--- src/radio_pkg.sv ---
// Settings and readback addresses, RX command fields, response codes, widths, response word union
package radio_pkg;

  // Data path widths
  localparam int SAMPLE_W = 32;
  localparam int TIME_W   = 64;
  localparam int RESP_W   = 64;

  // Settings bus register addresses
  localparam logic [7:0] SR_LOOPBACK   = 8'd8;
  localparam logic [7:0] SR_TEST       = 8'd9;
  localparam logic [7:0] SR_CODEC_IDLE = 8'd10;
  localparam logic [7:0] SR_RX_MAXLEN  = 8'd100;
  localparam logic [7:0] SR_RX_CMD     = 8'd101;

  // RX command word layout
  localparam int RX_CMD_CONT_BIT = 31;
  localparam int RX_CMD_STOP_BIT = 30;
  localparam int RX_NSAMP_W      = 28;
  localparam int RX_MAXLEN_W     = 16;

  // Readback addresses
  localparam logic [7:0] RB_VITA_TIME = 8'd0;
  localparam logic [7:0] RB_TEST      = 8'd2;
  localparam logic [7:0] RB_TXRX      = 8'd3;
  localparam logic [7:0] RB_RADIO_NUM = 8'd4;

  // Response packet codes
  localparam logic [7:0] RESP_ACK       = 8'd1;
  localparam logic [7:0] RESP_UNDERFLOW = 8'd2;
  localparam logic [7:0] RESP_OVERFLOW  = 8'd8;
  localparam logic [7:0] RESP_CMD_DONE  = 8'd16;

  // Word 0 of a response is the header view, word 1 the raw VITA time
  typedef union packed {
    struct packed {
      logic [7:0]  code;
      logic [7:0]  reserved;
      // Counts packets per source
      logic [15:0] seqnum;
      // Source SID in the upper half, response destination below
      logic [31:0] sid;
    } hdr;
    logic [TIME_W-1:0] vtime;
  } resp_word_u;

endpackage

--- src/radio_core.sv ---
// Radio core top: loopback select, SID pairs, settings, TX and RX control, response merge
`timescale 1ns/1ns
module radio_core #(
  parameter int RADIO_NUM = 0
) (
  input  logic                           i_clk,
  input  logic                           i_rst_n,
  input  logic                           i_clear_tx,
  input  logic                           i_clear_rx,
  input  logic [15:0]                    i_src_sid,
  input  logic [15:0]                    i_tx_resp_dst_sid,
  input  logic [15:0]                    i_rx_resp_dst_sid,
  input  logic [radio_pkg::TIME_W-1:0]   i_vita_time,
  // Converter side
  input  logic [radio_pkg::SAMPLE_W-1:0] i_rx,
  input  logic                           i_rx_stb,
  output logic [radio_pkg::SAMPLE_W-1:0] o_tx,
  input  logic                           i_tx_stb,
  // Settings and readback
  input  logic                           i_set_stb,
  input  logic [7:0]                     i_set_addr,
  input  logic [31:0]                    i_set_data,
  input  logic [7:0]                     i_rb_addr,
  output logic [63:0]                    o_rb_data,
  // Host streams
  input  logic [radio_pkg::SAMPLE_W-1:0] i_tx_tdata,
  input  logic                           i_tx_tlast,
  input  logic                           i_tx_tvalid,
  output logic                           o_tx_tready,
  output logic [radio_pkg::SAMPLE_W-1:0] o_rx_tdata,
  output logic                           o_rx_tlast,
  output logic                           o_rx_tvalid,
  input  logic                           i_rx_tready,
  output logic [radio_pkg::RESP_W-1:0]   o_resp_tdata,
  output logic                           o_resp_tlast,
  output logic                           o_resp_tvalid,
  input  logic                           i_resp_tready
);
  import radio_pkg::*;

  logic                loopback;
  logic [SAMPLE_W-1:0] tx_idle;
  logic [SAMPLE_W-1:0] rx_sample;
  logic                rx_sample_stb;
  logic [RESP_W-1:0]   txresp_tdata;
  logic                txresp_tlast;
  logic                txresp_tvalid;
  logic                txresp_tready;
  logic [RESP_W-1:0]   rxresp_tdata;
  logic                rxresp_tlast;
  logic                rxresp_tvalid;
  logic                rxresp_tready;

  // Digital loopback, DAC word and its strobe feed RX
  assign rx_sample     = loopback ? o_tx     : i_rx;
  assign rx_sample_stb = loopback ? i_tx_stb : i_rx_stb;

  radio_settings #(
    .RADIO_NUM(RADIO_NUM)
  ) u_settings (
    .i_clk(i_clk), .i_rst_n(i_rst_n),
    .i_set_stb(i_set_stb), .i_set_addr(i_set_addr), .i_set_data(i_set_data),
    .i_rb_addr(i_rb_addr), .i_vita_time(i_vita_time), .i_rx(i_rx), .i_tx(o_tx),
    .o_loopback(loopback), .o_tx_idle(tx_idle), .o_rb_data(o_rb_data));

  radio_tx_ctrl u_tx_ctrl (
    .i_clk(i_clk), .i_rst_n(i_rst_n), .i_clear(i_clear_tx),
    .i_tx_stb(i_tx_stb), .i_tx_idle(tx_idle), .i_vita_time(i_vita_time),
    .i_resp_sid({i_src_sid, i_tx_resp_dst_sid}),
    .i_tx_tdata(i_tx_tdata), .i_tx_tlast(i_tx_tlast),
    .i_tx_tvalid(i_tx_tvalid), .o_tx_tready(o_tx_tready), .o_tx(o_tx),
    .o_resp_tdata(txresp_tdata), .o_resp_tlast(txresp_tlast),
    .o_resp_tvalid(txresp_tvalid), .i_resp_tready(txresp_tready));

  radio_rx_ctrl u_rx_ctrl (
    .i_clk(i_clk), .i_rst_n(i_rst_n), .i_clear(i_clear_rx),
    .i_set_stb(i_set_stb), .i_set_addr(i_set_addr), .i_set_data(i_set_data),
    .i_rx_stb(rx_sample_stb), .i_rx(rx_sample), .i_vita_time(i_vita_time),
    .i_resp_sid({i_src_sid, i_rx_resp_dst_sid}),
    .o_rx_tdata(o_rx_tdata), .o_rx_tlast(o_rx_tlast),
    .o_rx_tvalid(o_rx_tvalid), .i_rx_tready(i_rx_tready),
    .o_resp_tdata(rxresp_tdata), .o_resp_tlast(rxresp_tlast),
    .o_resp_tvalid(rxresp_tvalid), .i_resp_tready(rxresp_tready));

  // Whole packets only, alternating when both are waiting
  radio_resp_mux u_resp_mux (
    .i_clk(i_clk), .i_rst_n(i_rst_n),
    .i_tx_resp_tdata(txresp_tdata), .i_tx_resp_tlast(txresp_tlast),
    .i_tx_resp_tvalid(txresp_tvalid), .o_tx_resp_tready(txresp_tready),
    .i_rx_resp_tdata(rxresp_tdata), .i_rx_resp_tlast(rxresp_tlast),
    .i_rx_resp_tvalid(rxresp_tvalid), .o_rx_resp_tready(rxresp_tready),
    .o_resp_tdata(o_resp_tdata), .o_resp_tlast(o_resp_tlast),
    .o_resp_tvalid(o_resp_tvalid), .i_resp_tready(i_resp_tready));

endmodule

--- src/radio_resp_mux.sv ---
// Packet-locked round-robin merge of the TX and RX response streams
`timescale 1ns/1ns
module radio_resp_mux (
  input  logic                         i_clk,
  input  logic                         i_rst_n,
  input  logic [radio_pkg::RESP_W-1:0] i_tx_resp_tdata,
  input  logic                         i_tx_resp_tlast,
  input  logic                         i_tx_resp_tvalid,
  output logic                         o_tx_resp_tready,
  input  logic [radio_pkg::RESP_W-1:0] i_rx_resp_tdata,
  input  logic                         i_rx_resp_tlast,
  input  logic                         i_rx_resp_tvalid,
  output logic                         o_rx_resp_tready,
  output logic [radio_pkg::RESP_W-1:0] o_resp_tdata,
  output logic                         o_resp_tlast,
  output logic                         o_resp_tvalid,
  input  logic                         i_resp_tready
);

  // Set between the first and the last word of a packet
  logic locked;
  // Source of the latest accepted word, 1 is RX
  logic last_win;
  logic sel;

  always_comb begin
    if (locked) begin
      sel = last_win;
    end else if (i_tx_resp_tvalid && i_rx_resp_tvalid) begin
      // Both waiting, favour the one that lost last time
      sel = !last_win;
    end else begin
      sel = i_rx_resp_tvalid;
    end
  end

  // Zero-latency path
  assign o_resp_tdata     = sel ? i_rx_resp_tdata  : i_tx_resp_tdata;
  assign o_resp_tlast     = sel ? i_rx_resp_tlast  : i_tx_resp_tlast;
  assign o_resp_tvalid    = sel ? i_rx_resp_tvalid : i_tx_resp_tvalid;
  assign o_tx_resp_tready = !sel && i_resp_tready;
  assign o_rx_resp_tready = sel && i_resp_tready;

  always_ff @(posedge i_clk) begin
    if (!i_rst_n) begin
      locked   <= 1'b0;
      // TX wins the first tie
      last_win <= 1'b1;
    end else if (o_resp_tvalid && i_resp_tready) begin
      locked   <= !o_resp_tlast;
      last_win <= sel;
    end
  end

  // Sources keep their second word ready, so a packet never stalls half way
  a_grant_held: assert property (@(posedge i_clk) disable iff (!i_rst_n)
    o_resp_tvalid && i_resp_tready && !o_resp_tlast |=> o_resp_tvalid && (sel == $past(sel)));

endmodule

--- src/radio_rx_ctrl.sv ---
// RX command engine, packet framing, overflow detection and response packets
`timescale 1ns/1ns
module radio_rx_ctrl (
  input  logic                           i_clk,
  input  logic                           i_rst_n,
  input  logic                           i_clear,
  input  logic                           i_set_stb,
  input  logic [7:0]                     i_set_addr,
  input  logic [31:0]                    i_set_data,
  input  logic                           i_rx_stb,
  input  logic [radio_pkg::SAMPLE_W-1:0] i_rx,
  input  logic [radio_pkg::TIME_W-1:0]   i_vita_time,
  input  logic [31:0]                    i_resp_sid,
  output logic [radio_pkg::SAMPLE_W-1:0] o_rx_tdata,
  output logic                           o_rx_tlast,
  output logic                           o_rx_tvalid,
  input  logic                           i_rx_tready,
  output logic [radio_pkg::RESP_W-1:0]   o_resp_tdata,
  output logic                           o_resp_tlast,
  output logic                           o_resp_tvalid,
  input  logic                           i_resp_tready
);
  import radio_pkg::*;

  logic                   run;
  logic                   cont;
  logic                   stop_req;
  logic [RX_NSAMP_W-1:0]  remain;
  logic [RX_MAXLEN_W-1:0] maxlen;
  logic [RX_MAXLEN_W-1:0] pkt_cnt;
  logic                   cmd_pulse;
  logic                   stb;
  logic                   full;
  logic                   pkt_end;
  logic                   final_smp;
  logic                   take;
  logic                   overflow;
  logic                   done;
  logic                   resp_sel;
  logic [7:0]             resp_code;
  logic [TIME_W-1:0]      resp_time;
  logic [15:0]            seqnum;
  resp_word_u             resp_word;

  // One-cycle command pulse straight off the settings bus
  assign cmd_pulse = i_set_stb && (i_set_addr == SR_RX_CMD);
  // A strobe coinciding with a command write is skipped
  assign stb       = run && i_rx_stb && !cmd_pulse;
  // Output register still holds a word that will not leave this edge
  assign full      = o_rx_tvalid && !i_rx_tready;
  assign pkt_end   = pkt_cnt == maxlen - 1'b1;
  assign final_smp = !cont && (remain == RX_NSAMP_W'(1));
  assign take      = stb && !full;
  assign overflow  = stb && full;
  assign done      = take && final_smp;

  always_ff @(posedge i_clk) begin
    if (!i_rst_n) begin
      maxlen <= '0;
    end else if (i_set_stb && (i_set_addr == SR_RX_MAXLEN)) begin
      maxlen <= i_set_data[RX_MAXLEN_W-1:0];
    end
  end

  // Command engine
  always_ff @(posedge i_clk) begin
    if (!i_rst_n || i_clear) begin
      run      <= 1'b0;
      stop_req <= 1'b0;
      pkt_cnt  <= '0;
    end else if (cmd_pulse) begin
      if (i_set_data[RX_CMD_STOP_BIT]) begin
        // Stop waits for the current packet to close
        stop_req <= run;
      end else begin
        run      <= 1'b1;
        cont     <= i_set_data[RX_CMD_CONT_BIT];
        remain   <= i_set_data[RX_NSAMP_W-1:0];
        pkt_cnt  <= '0;
        stop_req <= 1'b0;
      end
    end else if (overflow) begin
      run <= 1'b0;
    end else if (take) begin
      pkt_cnt <= pkt_end ? '0 : pkt_cnt + 1'b1;
      remain  <= remain - 1'b1;
      if (final_smp || (pkt_end && stop_req)) begin
        run      <= 1'b0;
        stop_req <= 1'b0;
      end
    end
  end

  // One-word output register
  always_ff @(posedge i_clk) begin
    if (!i_rst_n) begin
      o_rx_tvalid <= 1'b0;
    end else if (take) begin
      o_rx_tvalid <= 1'b1;
    end else if (i_rx_tready) begin
      o_rx_tvalid <= 1'b0;
    end
  end

  always_ff @(posedge i_clk) begin
    if (take) begin
      o_rx_tdata <= i_rx;
      o_rx_tlast <= pkt_end || final_smp;
    end
  end

  // Response sequencer, same 2-word shape as TX
  always_ff @(posedge i_clk) begin
    if (!i_rst_n) begin
      o_resp_tvalid <= 1'b0;
      resp_sel      <= 1'b0;
      seqnum        <= '0;
    end else if (o_resp_tvalid) begin
      if (i_resp_tready) begin
        resp_sel <= !resp_sel;
        if (resp_sel) begin
          o_resp_tvalid <= 1'b0;
          seqnum        <= seqnum + 16'd1;
        end
      end
    end else if (overflow || done) begin
      o_resp_tvalid <= 1'b1;
      resp_sel      <= 1'b0;
    end
  end

  always_ff @(posedge i_clk) begin
    if (!o_resp_tvalid && (overflow || done)) begin
      resp_code <= overflow ? RESP_OVERFLOW : RESP_CMD_DONE;
      resp_time <= i_vita_time;
    end
  end

  always_comb begin
    if (resp_sel) begin
      resp_word.vtime = resp_time;
    end else begin
      resp_word.hdr.code     = resp_code;
      resp_word.hdr.reserved = 8'd0;
      resp_word.hdr.seqnum   = seqnum;
      resp_word.hdr.sid      = i_resp_sid;
    end
  end

  assign o_resp_tdata = resp_word;
  assign o_resp_tlast = resp_sel;

  // Downstream stalls must never lose or overwrite a sample already offered
  a_rx_valid_held: assert property (@(posedge i_clk) disable iff (!i_rst_n)
    o_rx_tvalid && !i_rx_tready |=>
      o_rx_tvalid && $stable(o_rx_tdata) && $stable(o_rx_tlast));

endmodule

--- src/radio_settings.sv ---
// Shared settings registers (loopback, test, TX idle) and the combinational readback mux
`timescale 1ns/1ns
module radio_settings #(
  parameter int RADIO_NUM = 0
) (
  input  logic                           i_clk,
  input  logic                           i_rst_n,
  input  logic                           i_set_stb,
  input  logic [7:0]                     i_set_addr,
  input  logic [31:0]                    i_set_data,
  input  logic [7:0]                     i_rb_addr,
  input  logic [radio_pkg::TIME_W-1:0]   i_vita_time,
  input  logic [radio_pkg::SAMPLE_W-1:0] i_rx,
  input  logic [radio_pkg::SAMPLE_W-1:0] i_tx,
  output logic                           o_loopback,
  output logic [radio_pkg::SAMPLE_W-1:0] o_tx_idle,
  output logic [63:0]                    o_rb_data
);
  import radio_pkg::*;

  logic [31:0] test_word;

  // Register writes land on the strobe edge
  always_ff @(posedge i_clk) begin
    if (!i_rst_n) begin
      o_loopback <= 1'b0;
      test_word  <= '0;
      // DAC sees zero until an idle word is written
      o_tx_idle  <= '0;
    end else if (i_set_stb) begin
      case (i_set_addr)
        SR_LOOPBACK:   o_loopback <= i_set_data[0];
        SR_TEST:       test_word  <= i_set_data;
        SR_CODEC_IDLE: o_tx_idle  <= i_set_data;
        default:       ;
      endcase
    end
  end

  // Readback is a plain mux on the address, no wait state
  always_comb begin
    case (i_rb_addr)
      RB_VITA_TIME: o_rb_data = i_vita_time;
      // Live converter sample next to the test word
      RB_TEST:      o_rb_data = {i_rx, test_word};
      RB_TXRX:      o_rb_data = {i_tx, i_rx};
      RB_RADIO_NUM: o_rb_data = {32'd0, 32'(RADIO_NUM)};
      // Anything else reads as zero
      default:      o_rb_data = '0;
    endcase
  end

  // Converter inputs and time feed the mux, so X there would leak to the host
  a_rb_known: assert property (@(posedge i_clk) disable iff (!i_rst_n)
    !$isunknown(o_rb_data));

endmodule

--- src/radio_tx_ctrl.sv ---
// TX burst player with idle word, underflow and burst-end response packets
`timescale 1ns/1ns
module radio_tx_ctrl (
  input  logic                           i_clk,
  input  logic                           i_rst_n,
  input  logic                           i_clear,
  input  logic                           i_tx_stb,
  input  logic [radio_pkg::SAMPLE_W-1:0] i_tx_idle,
  input  logic [radio_pkg::TIME_W-1:0]   i_vita_time,
  input  logic [31:0]                    i_resp_sid,
  input  logic [radio_pkg::SAMPLE_W-1:0] i_tx_tdata,
  input  logic                           i_tx_tlast,
  input  logic                           i_tx_tvalid,
  output logic                           o_tx_tready,
  output logic [radio_pkg::SAMPLE_W-1:0] o_tx,
  output logic [radio_pkg::RESP_W-1:0]   o_resp_tdata,
  output logic                           o_resp_tlast,
  output logic                           o_resp_tvalid,
  input  logic                           i_resp_tready
);
  import radio_pkg::*;

  logic                run;
  logic                eob;
  logic [SAMPLE_W-1:0] sample;
  logic                underflow;
  logic                eob_hit;
  logic                resp_sel;
  logic [7:0]          resp_code;
  logic [TIME_W-1:0]   resp_time;
  logic [15:0]         seqnum;
  resp_word_u          resp_word;

  // Ready only on a strobe, and never once a burst end or a response is outstanding
  assign o_tx_tready = i_tx_stb && !eob && !o_resp_tvalid;
  // Strobe with nothing to play while running
  assign underflow   = i_tx_stb && run && !eob && !i_tx_tvalid;
  // Strobe after the tlast sample closes the burst
  assign eob_hit     = i_tx_stb && eob;

  // Burst state
  always_ff @(posedge i_clk) begin
    if (!i_rst_n || i_clear) begin
      run <= 1'b0;
      eob <= 1'b0;
    end else if (o_tx_tready && i_tx_tvalid) begin
      run <= 1'b1;
      eob <= i_tx_tlast;
    end else if (underflow || eob_hit) begin
      run <= 1'b0;
      eob <= 1'b0;
    end
  end

  // Sample holds between strobes
  always_ff @(posedge i_clk) begin
    if (o_tx_tready && i_tx_tvalid) begin
      sample <= i_tx_tdata;
    end
  end

  assign o_tx = run ? sample : i_tx_idle;

  // Response word sequencer: hdr first, then time with tlast
  always_ff @(posedge i_clk) begin
    if (!i_rst_n) begin
      o_resp_tvalid <= 1'b0;
      resp_sel      <= 1'b0;
      seqnum        <= '0;
    end else if (o_resp_tvalid) begin
      if (i_resp_tready) begin
        resp_sel <= !resp_sel;
        if (resp_sel) begin
          o_resp_tvalid <= 1'b0;
          seqnum        <= seqnum + 16'd1;
        end
      end
    end else if (underflow || eob_hit) begin
      o_resp_tvalid <= 1'b1;
      resp_sel      <= 1'b0;
    end
  end

  // Latch code and event time
  always_ff @(posedge i_clk) begin
    if (!o_resp_tvalid && (underflow || eob_hit)) begin
      resp_code <= eob_hit ? RESP_ACK : RESP_UNDERFLOW;
      resp_time <= i_vita_time;
    end
  end

  always_comb begin
    if (resp_sel) begin
      resp_word.vtime = resp_time;
    end else begin
      resp_word.hdr.code     = resp_code;
      resp_word.hdr.reserved = 8'd0;
      resp_word.hdr.seqnum   = seqnum;
      resp_word.hdr.sid      = i_resp_sid;
    end
  end

  assign o_resp_tdata = resp_word;
  assign o_resp_tlast = resp_sel;

  // The mux may stall us for many cycles; word and valid must hold
  a_resp_stable: assert property (@(posedge i_clk) disable iff (!i_rst_n)
    o_resp_tvalid && !i_resp_tready |=> o_resp_tvalid && $stable(o_resp_tdata));

endmodule

--- config.mk ---
export PLATFORM = sky130hd
export DESIGN_NAME = radio_core
export DESIGN_NICKNAME = d
export VERILOG_FILES = /design/src/radio_pkg.sv /design/src/radio_core.sv /design/src/radio_resp_mux.sv /design/src/radio_rx_ctrl.sv /design/src/radio_settings.sv /design/src/radio_tx_ctrl.sv
export SDC_FILE = /design/constraint.sdc
export NUM_CORES = 1
export LEC_CHECK = 0
export BUFFER_PORTS_ARGS = -buffer_cell sky130_fd_sc_hd__buf_2
export CAP_MARGIN = 20
export CELL_PAD_IN_SITES_DETAIL_PLACEMENT = 1
export CELL_PAD_IN_SITES_GLOBAL_PLACEMENT = 1
export CORE_UTILIZATION = 41
export DETAILED_ROUTE_END_ITERATION = 16
export PLACE_DENSITY_LB_ADDON = 0.1
export SLEW_MARGIN = 20
export SYNTH_ARGS = -nofsm -noshare
export SYNTH_HDL_FRONTEND = slang
export SYNTH_SLANG_ARGS = --single-unit
--- constraint.sdc ---
create_clock -name i_clk -period 10.1 [get_ports i_clk]
set_input_delay 2.02 -clock i_clk [delete_from_list [all_inputs] [get_ports i_clk]]
set_output_delay 2.02 -clock i_clk [all_outputs]
set_load 0.03 [all_outputs]
Yosys cells after proc, flatten, opt, wreduce, memory -nomap -nowiden
Index checks and enable logic that the tools add are counted.

Word-level logic and storage cells: 159. Flip-flop bits (word level): 378. Latch bits: 0. Output and inout port bits: 197. Memory bits (read-only): 0. Memories: 0. Input port bits: 235. Memory bits (writable): 0.

Bitwise logic cells: 2. Equality and inequality tests: 13. Order comparisons: 0. Shift-type cells: 0. $add $sub $neg: 5. Multipliers: 0. Mux-type cells: 48. Reduce and logical (&&, ||, !) cells: 64. Divide/modulo/power cells: 0.

Operators with widths (number): 64-bit two-way mux (3); 64-bit case mux with 3 select lines (1); 28-bit two-way mux (4); 16-bit two-way mux (5); 32-bit two-way mux (2); 16-bit by 1-bit adder with 16-bit output (second input constant) (3); 1-bit two-way mux (31); 28-bit by 1-bit equality test with 1-bit output (second input constant) (1); 28-bit by 1-bit subtractor with 28-bit output (second input constant) (1); 8-bit by 4-bit equality test with 1-bit output (second input constant) (3); 1-bit logical AND (23); 3-bit AND reduction (6); 16-bit equality test (1); 8-bit by 2-bit equality test with 1-bit output (second input constant) (2); 8-bit by 7-bit equality test with 1-bit output (second input constant) (2); 16-bit by 1-bit subtractor with 16-bit output (second input constant) (1); 1-bit zero test (14); 2-bit nonzero test (6); 2-bit AND reduction (5); 8-bit zero test (1); 1-bit logical OR (6); 2-bit inequality test (second input constant) (3); 3-bit nonzero test (2); 5-bit two-way mux (1); other kinds (4) (5).

Depth between registers and ports, before layout
Depth in word-level cells: 9. Gate-level depth with buffers: 10. Gate-level depth less buffers: 8.

Cells and area by module
From an unflattened synthesis, not the netlist that was laid out.

Cell total of the unflattened synthesis: 1619. Area, all modules: 19192.2 µm².

Modules (own cells, without submodules): radio_rx_ctrl (cells each 697, instances 1, seq. area each 4904.7 µm², area each 8455.6 µm²); radio_tx_ctrl (cells each 315, instances 1, seq. area each 3343.2 µm², area each 4946.0 µm²); radio_settings (cells each 473, instances 1, seq. area each 1301.2 µm², area each 4119.0 µm²); radio_resp_mux (cells each 97, instances 1, seq. area each 40.0 µm², area each 1116.1 µm²); radio_core (cells each 37, instances 1, seq. area each 0.0 µm², area each 555.5 µm²).

Worst setup path after synthesis
OpenSTA, ideal clock, no wires.

Kind: input port to flip-flop. Start: in i_set_stb. End: reg u_rx_ctrl.resp_sel (netlist: u_rx_ctrl.o_resp_tlast). Arrival: 8.032 ns. Data required time: 9.983 ns. Path buffers: 1. Stages on the path: 6. Slack: 1.951 ns. Cells stage by stage: or3b_1 > clkbuf_1 > o311ai_1 > a211oi_1 > nor2_1 > o21a_1.

Word-level cells in the longest chain between the ends: 8. Elaborated cells between the ends (all ways): 9.

RTL lines: start: declaration (line radio_core.sv:20) `input logic i_set_stb,`; 1-bit logical AND (*) (line radio_rx_ctrl.sv:46) `assign cmd_pulse = i_set_stb && (i_set_addr == SR_RX_CMD);`; 1-bit zero test (*) (line radio_rx_ctrl.sv:48) `assign stb = run && i_rx_stb && !cmd_pulse;`; 1-bit logical AND (*) (line radio_rx_ctrl.sv:48); 1-bit logical AND (line radio_rx_ctrl.sv:53) `assign take = stb && !full;`; 1-bit logical AND (line radio_rx_ctrl.sv:55) `assign done = take && final_smp;`; 1-bit logical OR (*) (line radio_rx_ctrl.sv:126) `end else if (overflow || done) begin`; 2-bit nonzero test (no source line) (*); 2-bit AND reduction (no source line) (*); end signal: assignment (line radio_rx_ctrl.sv:120) `resp_sel <= !resp_sel;`; end: declaration (line radio_rx_ctrl.sv:39) `logic resp_sel;`.

Mark *: on every way between the ends. The rest lies on a longest branch, timed or not. A chain may end at the register's enable or synchronous reset.

Worst setup path after layout
Start: in i_rb_addr[1]. End: out o_rb_data[7].

Word-level cells in the longest chain between the ends: 2. Elaborated cells between the ends (all ways): 4.

RTL lines: start: declaration (line radio_core.sv:23) `input logic [7:0] i_rb_addr,`; 8-bit by 2-bit equality test with 1-bit output or 8-bit zero test (tied branches) (line radio_settings.sv:42) `case (i_rb_addr)`; 64-bit case mux with 3 select lines (*) (line radio_settings.sv:42); end: declaration (line radio_core.sv:24) `output logic [63:0] o_rb_data,`.

Marks and branches as above.

==> impl_metrics.json <==
{
  "run_status": "finished clean",
  "share_clk_of_total_power": 0.449,
  "tritoncts_num_sinks": 366,
  "finalCriticalPeriod_ns": 6.36,
  "overflow": 0,
  "detailroute.via_count": 15300,
  "post_cts_hold_buffer_count": 0,
  "port-buffer-count": 431,
  "avgSynthCellArea_sq_um": 10.3,
  "skew_ns": 0.0199,
  "postPlaceCellArea_sq_mm": 0.0205,
  "netlist.area_leader.share": 0.382,
  "ir_worst_vdd_v": 0.000126,
  "syn_nets": 1962,
  "cts-htree-levels": 2,
  "ys_types": 65,
  "worst_setup_path_start_kind": "input port",
  "synth-edff-count": 226,
  "numCtsBuffers": 41,
  "synth_warnings": 0,
  "cts_resized": 0,
  "ys_async_sr_fraction": 0,
  "tritoncts": "yes",
  "finalMaxSlewViolations": 0,
  "critical_path_startpoint": "i_rb_addr[1]",
  "totalWireLength_um": 68800,
  "groute.usage.overall": 0.307,
  "chipWidth_um": 210,
  "preCtsSetupSlack_ns": 3.77,
  "worst_r2r_path_depth": 7,
  "first_global_vias": 15100,
  "fraction_of_power_consumed_by_combinational_cells": 0.077,
  "cts_buffer_depth": 3,
  "top_level_ports": 432,
  "hold_path.class": "flip-flop to flip-flop",
  "wirelength_per_cell_um": 25.3,
  "clk_transition_reported_paths_ns": 0.05,
  "setup_ws_ns": 3.74,
  "critPathKind": "input port to output port",
  "synth.cell_area_sq_mm": 0.0178,
  "post-cts-setup-buffer-count": 0,
  "synth_seq_area_share": 0.540,
  "clock_latency_ns": 0.56,
  "ys_ff_latch": 366,
  "synth_commonest_cells": "sky130_fd_sc_hd__nand2_1 (237), sky130_fd_sc_hd__edfxtp_1 (226), sky130_fd_sc_hd__nor2_1 (172)",
  "synth_area_leaders": "sky130_fd_sc_hd__edfxtp_1 (38%), sky130_fd_sc_hd__dfxtp_1 (16%), sky130_fd_sc_hd__mux2i_1 (7.3%)",
  "final_net_count": 2347,
  "dp_hpwl_um": 50800,
  "max_cap_viol_count": 0,
  "gp_congestion": 0.953,
  "power_density_mw_per_mm2": 155,
  "p_int_mw": 2.60,
  "setup-tns-final_ns": 0,
  "endpoint": "o_rb_data[7]",
  "critical_path_required_ns": 8.08,
  "placement_rows": 75,
  "initial_utilization": 0.420,
  "worstReg2RegStart": "u_rx_ctrl.remain[14]",
  "grt_first_pass_wirelength_um": 99300,
  "leakagePower_nw": 8.70,
  "p_switching_uw": 783,
  "cts_root_buffer": "sky130_fd_sc_hd__clkbuf_16",
  "fin_crit_sh": 0.630,
  "num-fill-cells": 4785,
  "placed_cells_incl_taps": 2640,
  "reg2reg_setup_slack_ns": 6.74,
  "placeableCoreArea_sq_mm": 0.0423,
  "fmax_mhz": 157,
  "area_growth_syn_to_layout_pct": 22.8,
  "power_frac_seq": 0.474,
  "initial_antenna_violation_count": 9,
  "timing.rr.end": "u_rx_ctrl.o_resp_tlast",
  "largest_fanout_on_the_critical_path": 58,
  "setup_viol": 0,
  "final_util": 0.515,
  "synthCells": 1721,
  "remaining_drc_errors": 0,
  "rsz0062_at_grt": "false",
  "post_layout_nonfiller_instances": 2719,
  "drt_iter0_drc": 1173,
  "slew_headroom": 0.284,
  "floorplan.die_area_sq_mm": 0.0442,
  "vias_cell": 5.63,
  "drt_first_pass_iters": 5,
  "die_y_um": 210,
  "synth-main-ff-cell": "sky130_fd_sc_hd__edfxtp_1",
  "final-hold-violation-count": 0,
  "maximum_number_of_pins_on_one_net_before_global_route_repair": 98,
  "netSwitchingFraction": 0.232,
  "synth_top_area_cell": "sky130_fd_sc_hd__edfxtp_1",
  "arrival_ns": 4.34,
  "final_antenna_net_count": 0,
  "timing.critical_path.to_type": "output port",
  "yosys.cell_count.top_type": "sky130_fd_sc_hd__nand2_1",
  "layout.cell_area.non_filler_sq_mm": 0.0218,
  "timing_worst_slew_pin_value_ns": 1.07,
  "layout-drive-gt1-share": 0.257
}
-- metrics by stage --
step                hold slack (ns)  power (mW)
floorplan                     0.443        1.76
global placement              0.452        1.89
detailed placement            0.458        1.89
CTS                           0.465        3.41
global route                  0.488        3.48
finish                        0.463        3.38
-- cells in the final DEF, fill, tap and decap left out, types with 22 or more instances in the layout --
cell                        Yosys  layout
sky130_fd_sc_hd__buf_4          0      31
sky130_fd_sc_hd__o22a_1        32      32
sky130_fd_sc_hd__inv_1         46      46
sky130_fd_sc_hd__nor2_1       172     167
sky130_fd_sc_hd__edfxtp_1     226     226
sky130_fd_sc_hd__nand2_1      237     236
sky130_fd_sc_hd__a31oi_1       35      35
sky130_fd_sc_hd__clkbuf_16      0      41
sky130_fd_sc_hd__a22o_1        22      22
sky130_fd_sc_hd__mux2i_1      130     129
sky130_fd_sc_hd__xnor2_1       61      61
sky130_fd_sc_hd__buf_2          0     429
sky130_fd_sc_hd__xor2_1        28      28
sky130_fd_sc_hd__a21oi_1       52      52
sky130_fd_sc_hd__dfxtp_1      140     138
sky130_fd_sc_hd__a22oi_1       44      44
sky130_fd_sc_hd__o21ai_0       37      36
sky130_fd_sc_hd__nor2b_1       39      37
sky130_fd_sc_hd__a21boi_0      66      66
sky130_fd_sc_hd__and2_1        29      28
sky130_fd_sc_hd__nand3_1       25      25
-- flip-flops by register name (all words and copies together) (netlist names), 2 cells and up --
| name | count |
|---|---|
| u_rx_ctrl.maxlen | 16 |
| u_rx_ctrl.o_rx_tdata | 32 |
| u_rx_ctrl.pkt_cnt | 16 |
| u_rx_ctrl.remain | 28 |
| u_rx_ctrl.resp_code | 2 |
| u_rx_ctrl.resp_time | 64 |
| u_rx_ctrl.seqnum | 16 |
| u_settings.o_tx_idle | 32 |
| u_settings.test_word | 32 |
| u_tx_ctrl.resp_code | 2 |
| u_tx_ctrl.resp_time | 64 |
| u_tx_ctrl.sample | 32 |
| u_tx_ctrl.seqnum | 16 |
-- critical path: stages --
cell	delay [ns]
sky130_fd_sc_hd__buf_4	0.68
sky130_fd_sc_hd__buf_4	0.71
sky130_fd_sc_hd__mux2i_1	0.29
sky130_fd_sc_hd__nor2_1	0.06
sky130_fd_sc_hd__a31oi_1	0.26
sky130_fd_sc_hd__nor2_1	0.07
sky130_fd_sc_hd__buf_2	0.21
-- power by group through the flow --
stage          Sequential [mW]  Combinational (mW)  Clock (mW)
2_1_floorplan             1.63               0.126           0
3_5_place_dp              1.63               0.257           0
5_1_grt                   1.60               0.273        1.60
3_3_place_gp              1.63               0.254           0
4_1_cts                   1.60               0.258        1.55
6_report                  1.60               0.259        1.52
-- cells by family after synthesis --
kind of cell,Yosys count,synth area share
mux,131,0.0739
xor+xnor,89,0.0439
flops,366,0.540
buf+inv,164,0.0364
fa+ha+maj,6,0.00423
compound gates,350,0.143
simple gates,615,0.159
-- layout make-up --
cell class | instances | area (sq um) | share of cell area
diodes | 6 | 15.0 | 0.000688
multi-input cells | 1191 | 7590 | 0.348
inverters | 46 | 173 | 0.00792
flip-flops and latches | 366 | 9590 | 0.440
clock inverters | 14 | 194 | 0.00889
well taps | 577 | 722 | 0.0331
repair buffers | 460 | 2380 | 0.109
clock buffers | 59 | 1140 | 0.0524
-- how the worst min path moves through the flow --
stage | depth (start not counted) | slack (ns) | end | startpoint
6_report | 2 | 0.46 | u_settings.o_tx_idle[13] | u_settings.o_tx_idle[13]
5_1_grt | 2 | 0.49 | u_settings.o_tx_idle[9] | u_settings.o_tx_idle[9]
4_1_cts | 2 | 0.47 | u_settings.o_tx_idle[13] | u_settings.o_tx_idle[13]
3_5_place_dp | 2 | 0.46 | u_settings.o_tx_idle[13] | u_settings.o_tx_idle[13]
3_3_place_gp | 2 | 0.45 | u_settings.o_tx_idle[16] | u_settings.o_tx_idle[16]
2_1_floorplan | 2 | 0.44 | u_settings.o_tx_idle[13] | u_settings.o_tx_idle[13]
-- layer usage --
layer | vias to the layer above | GRT usage | share of wire
met5 | - | 0 | 0.00076
met4 | 8 | 0.119 | 0.035
met3 | 134 | 0.0559 | 0.064
met2 | 546 | 0.513 | 0.48
met1 | 7631 | 0.394 | 0.42
li1 | 6976 | - | -
Power figures use the tool's default switching activity.
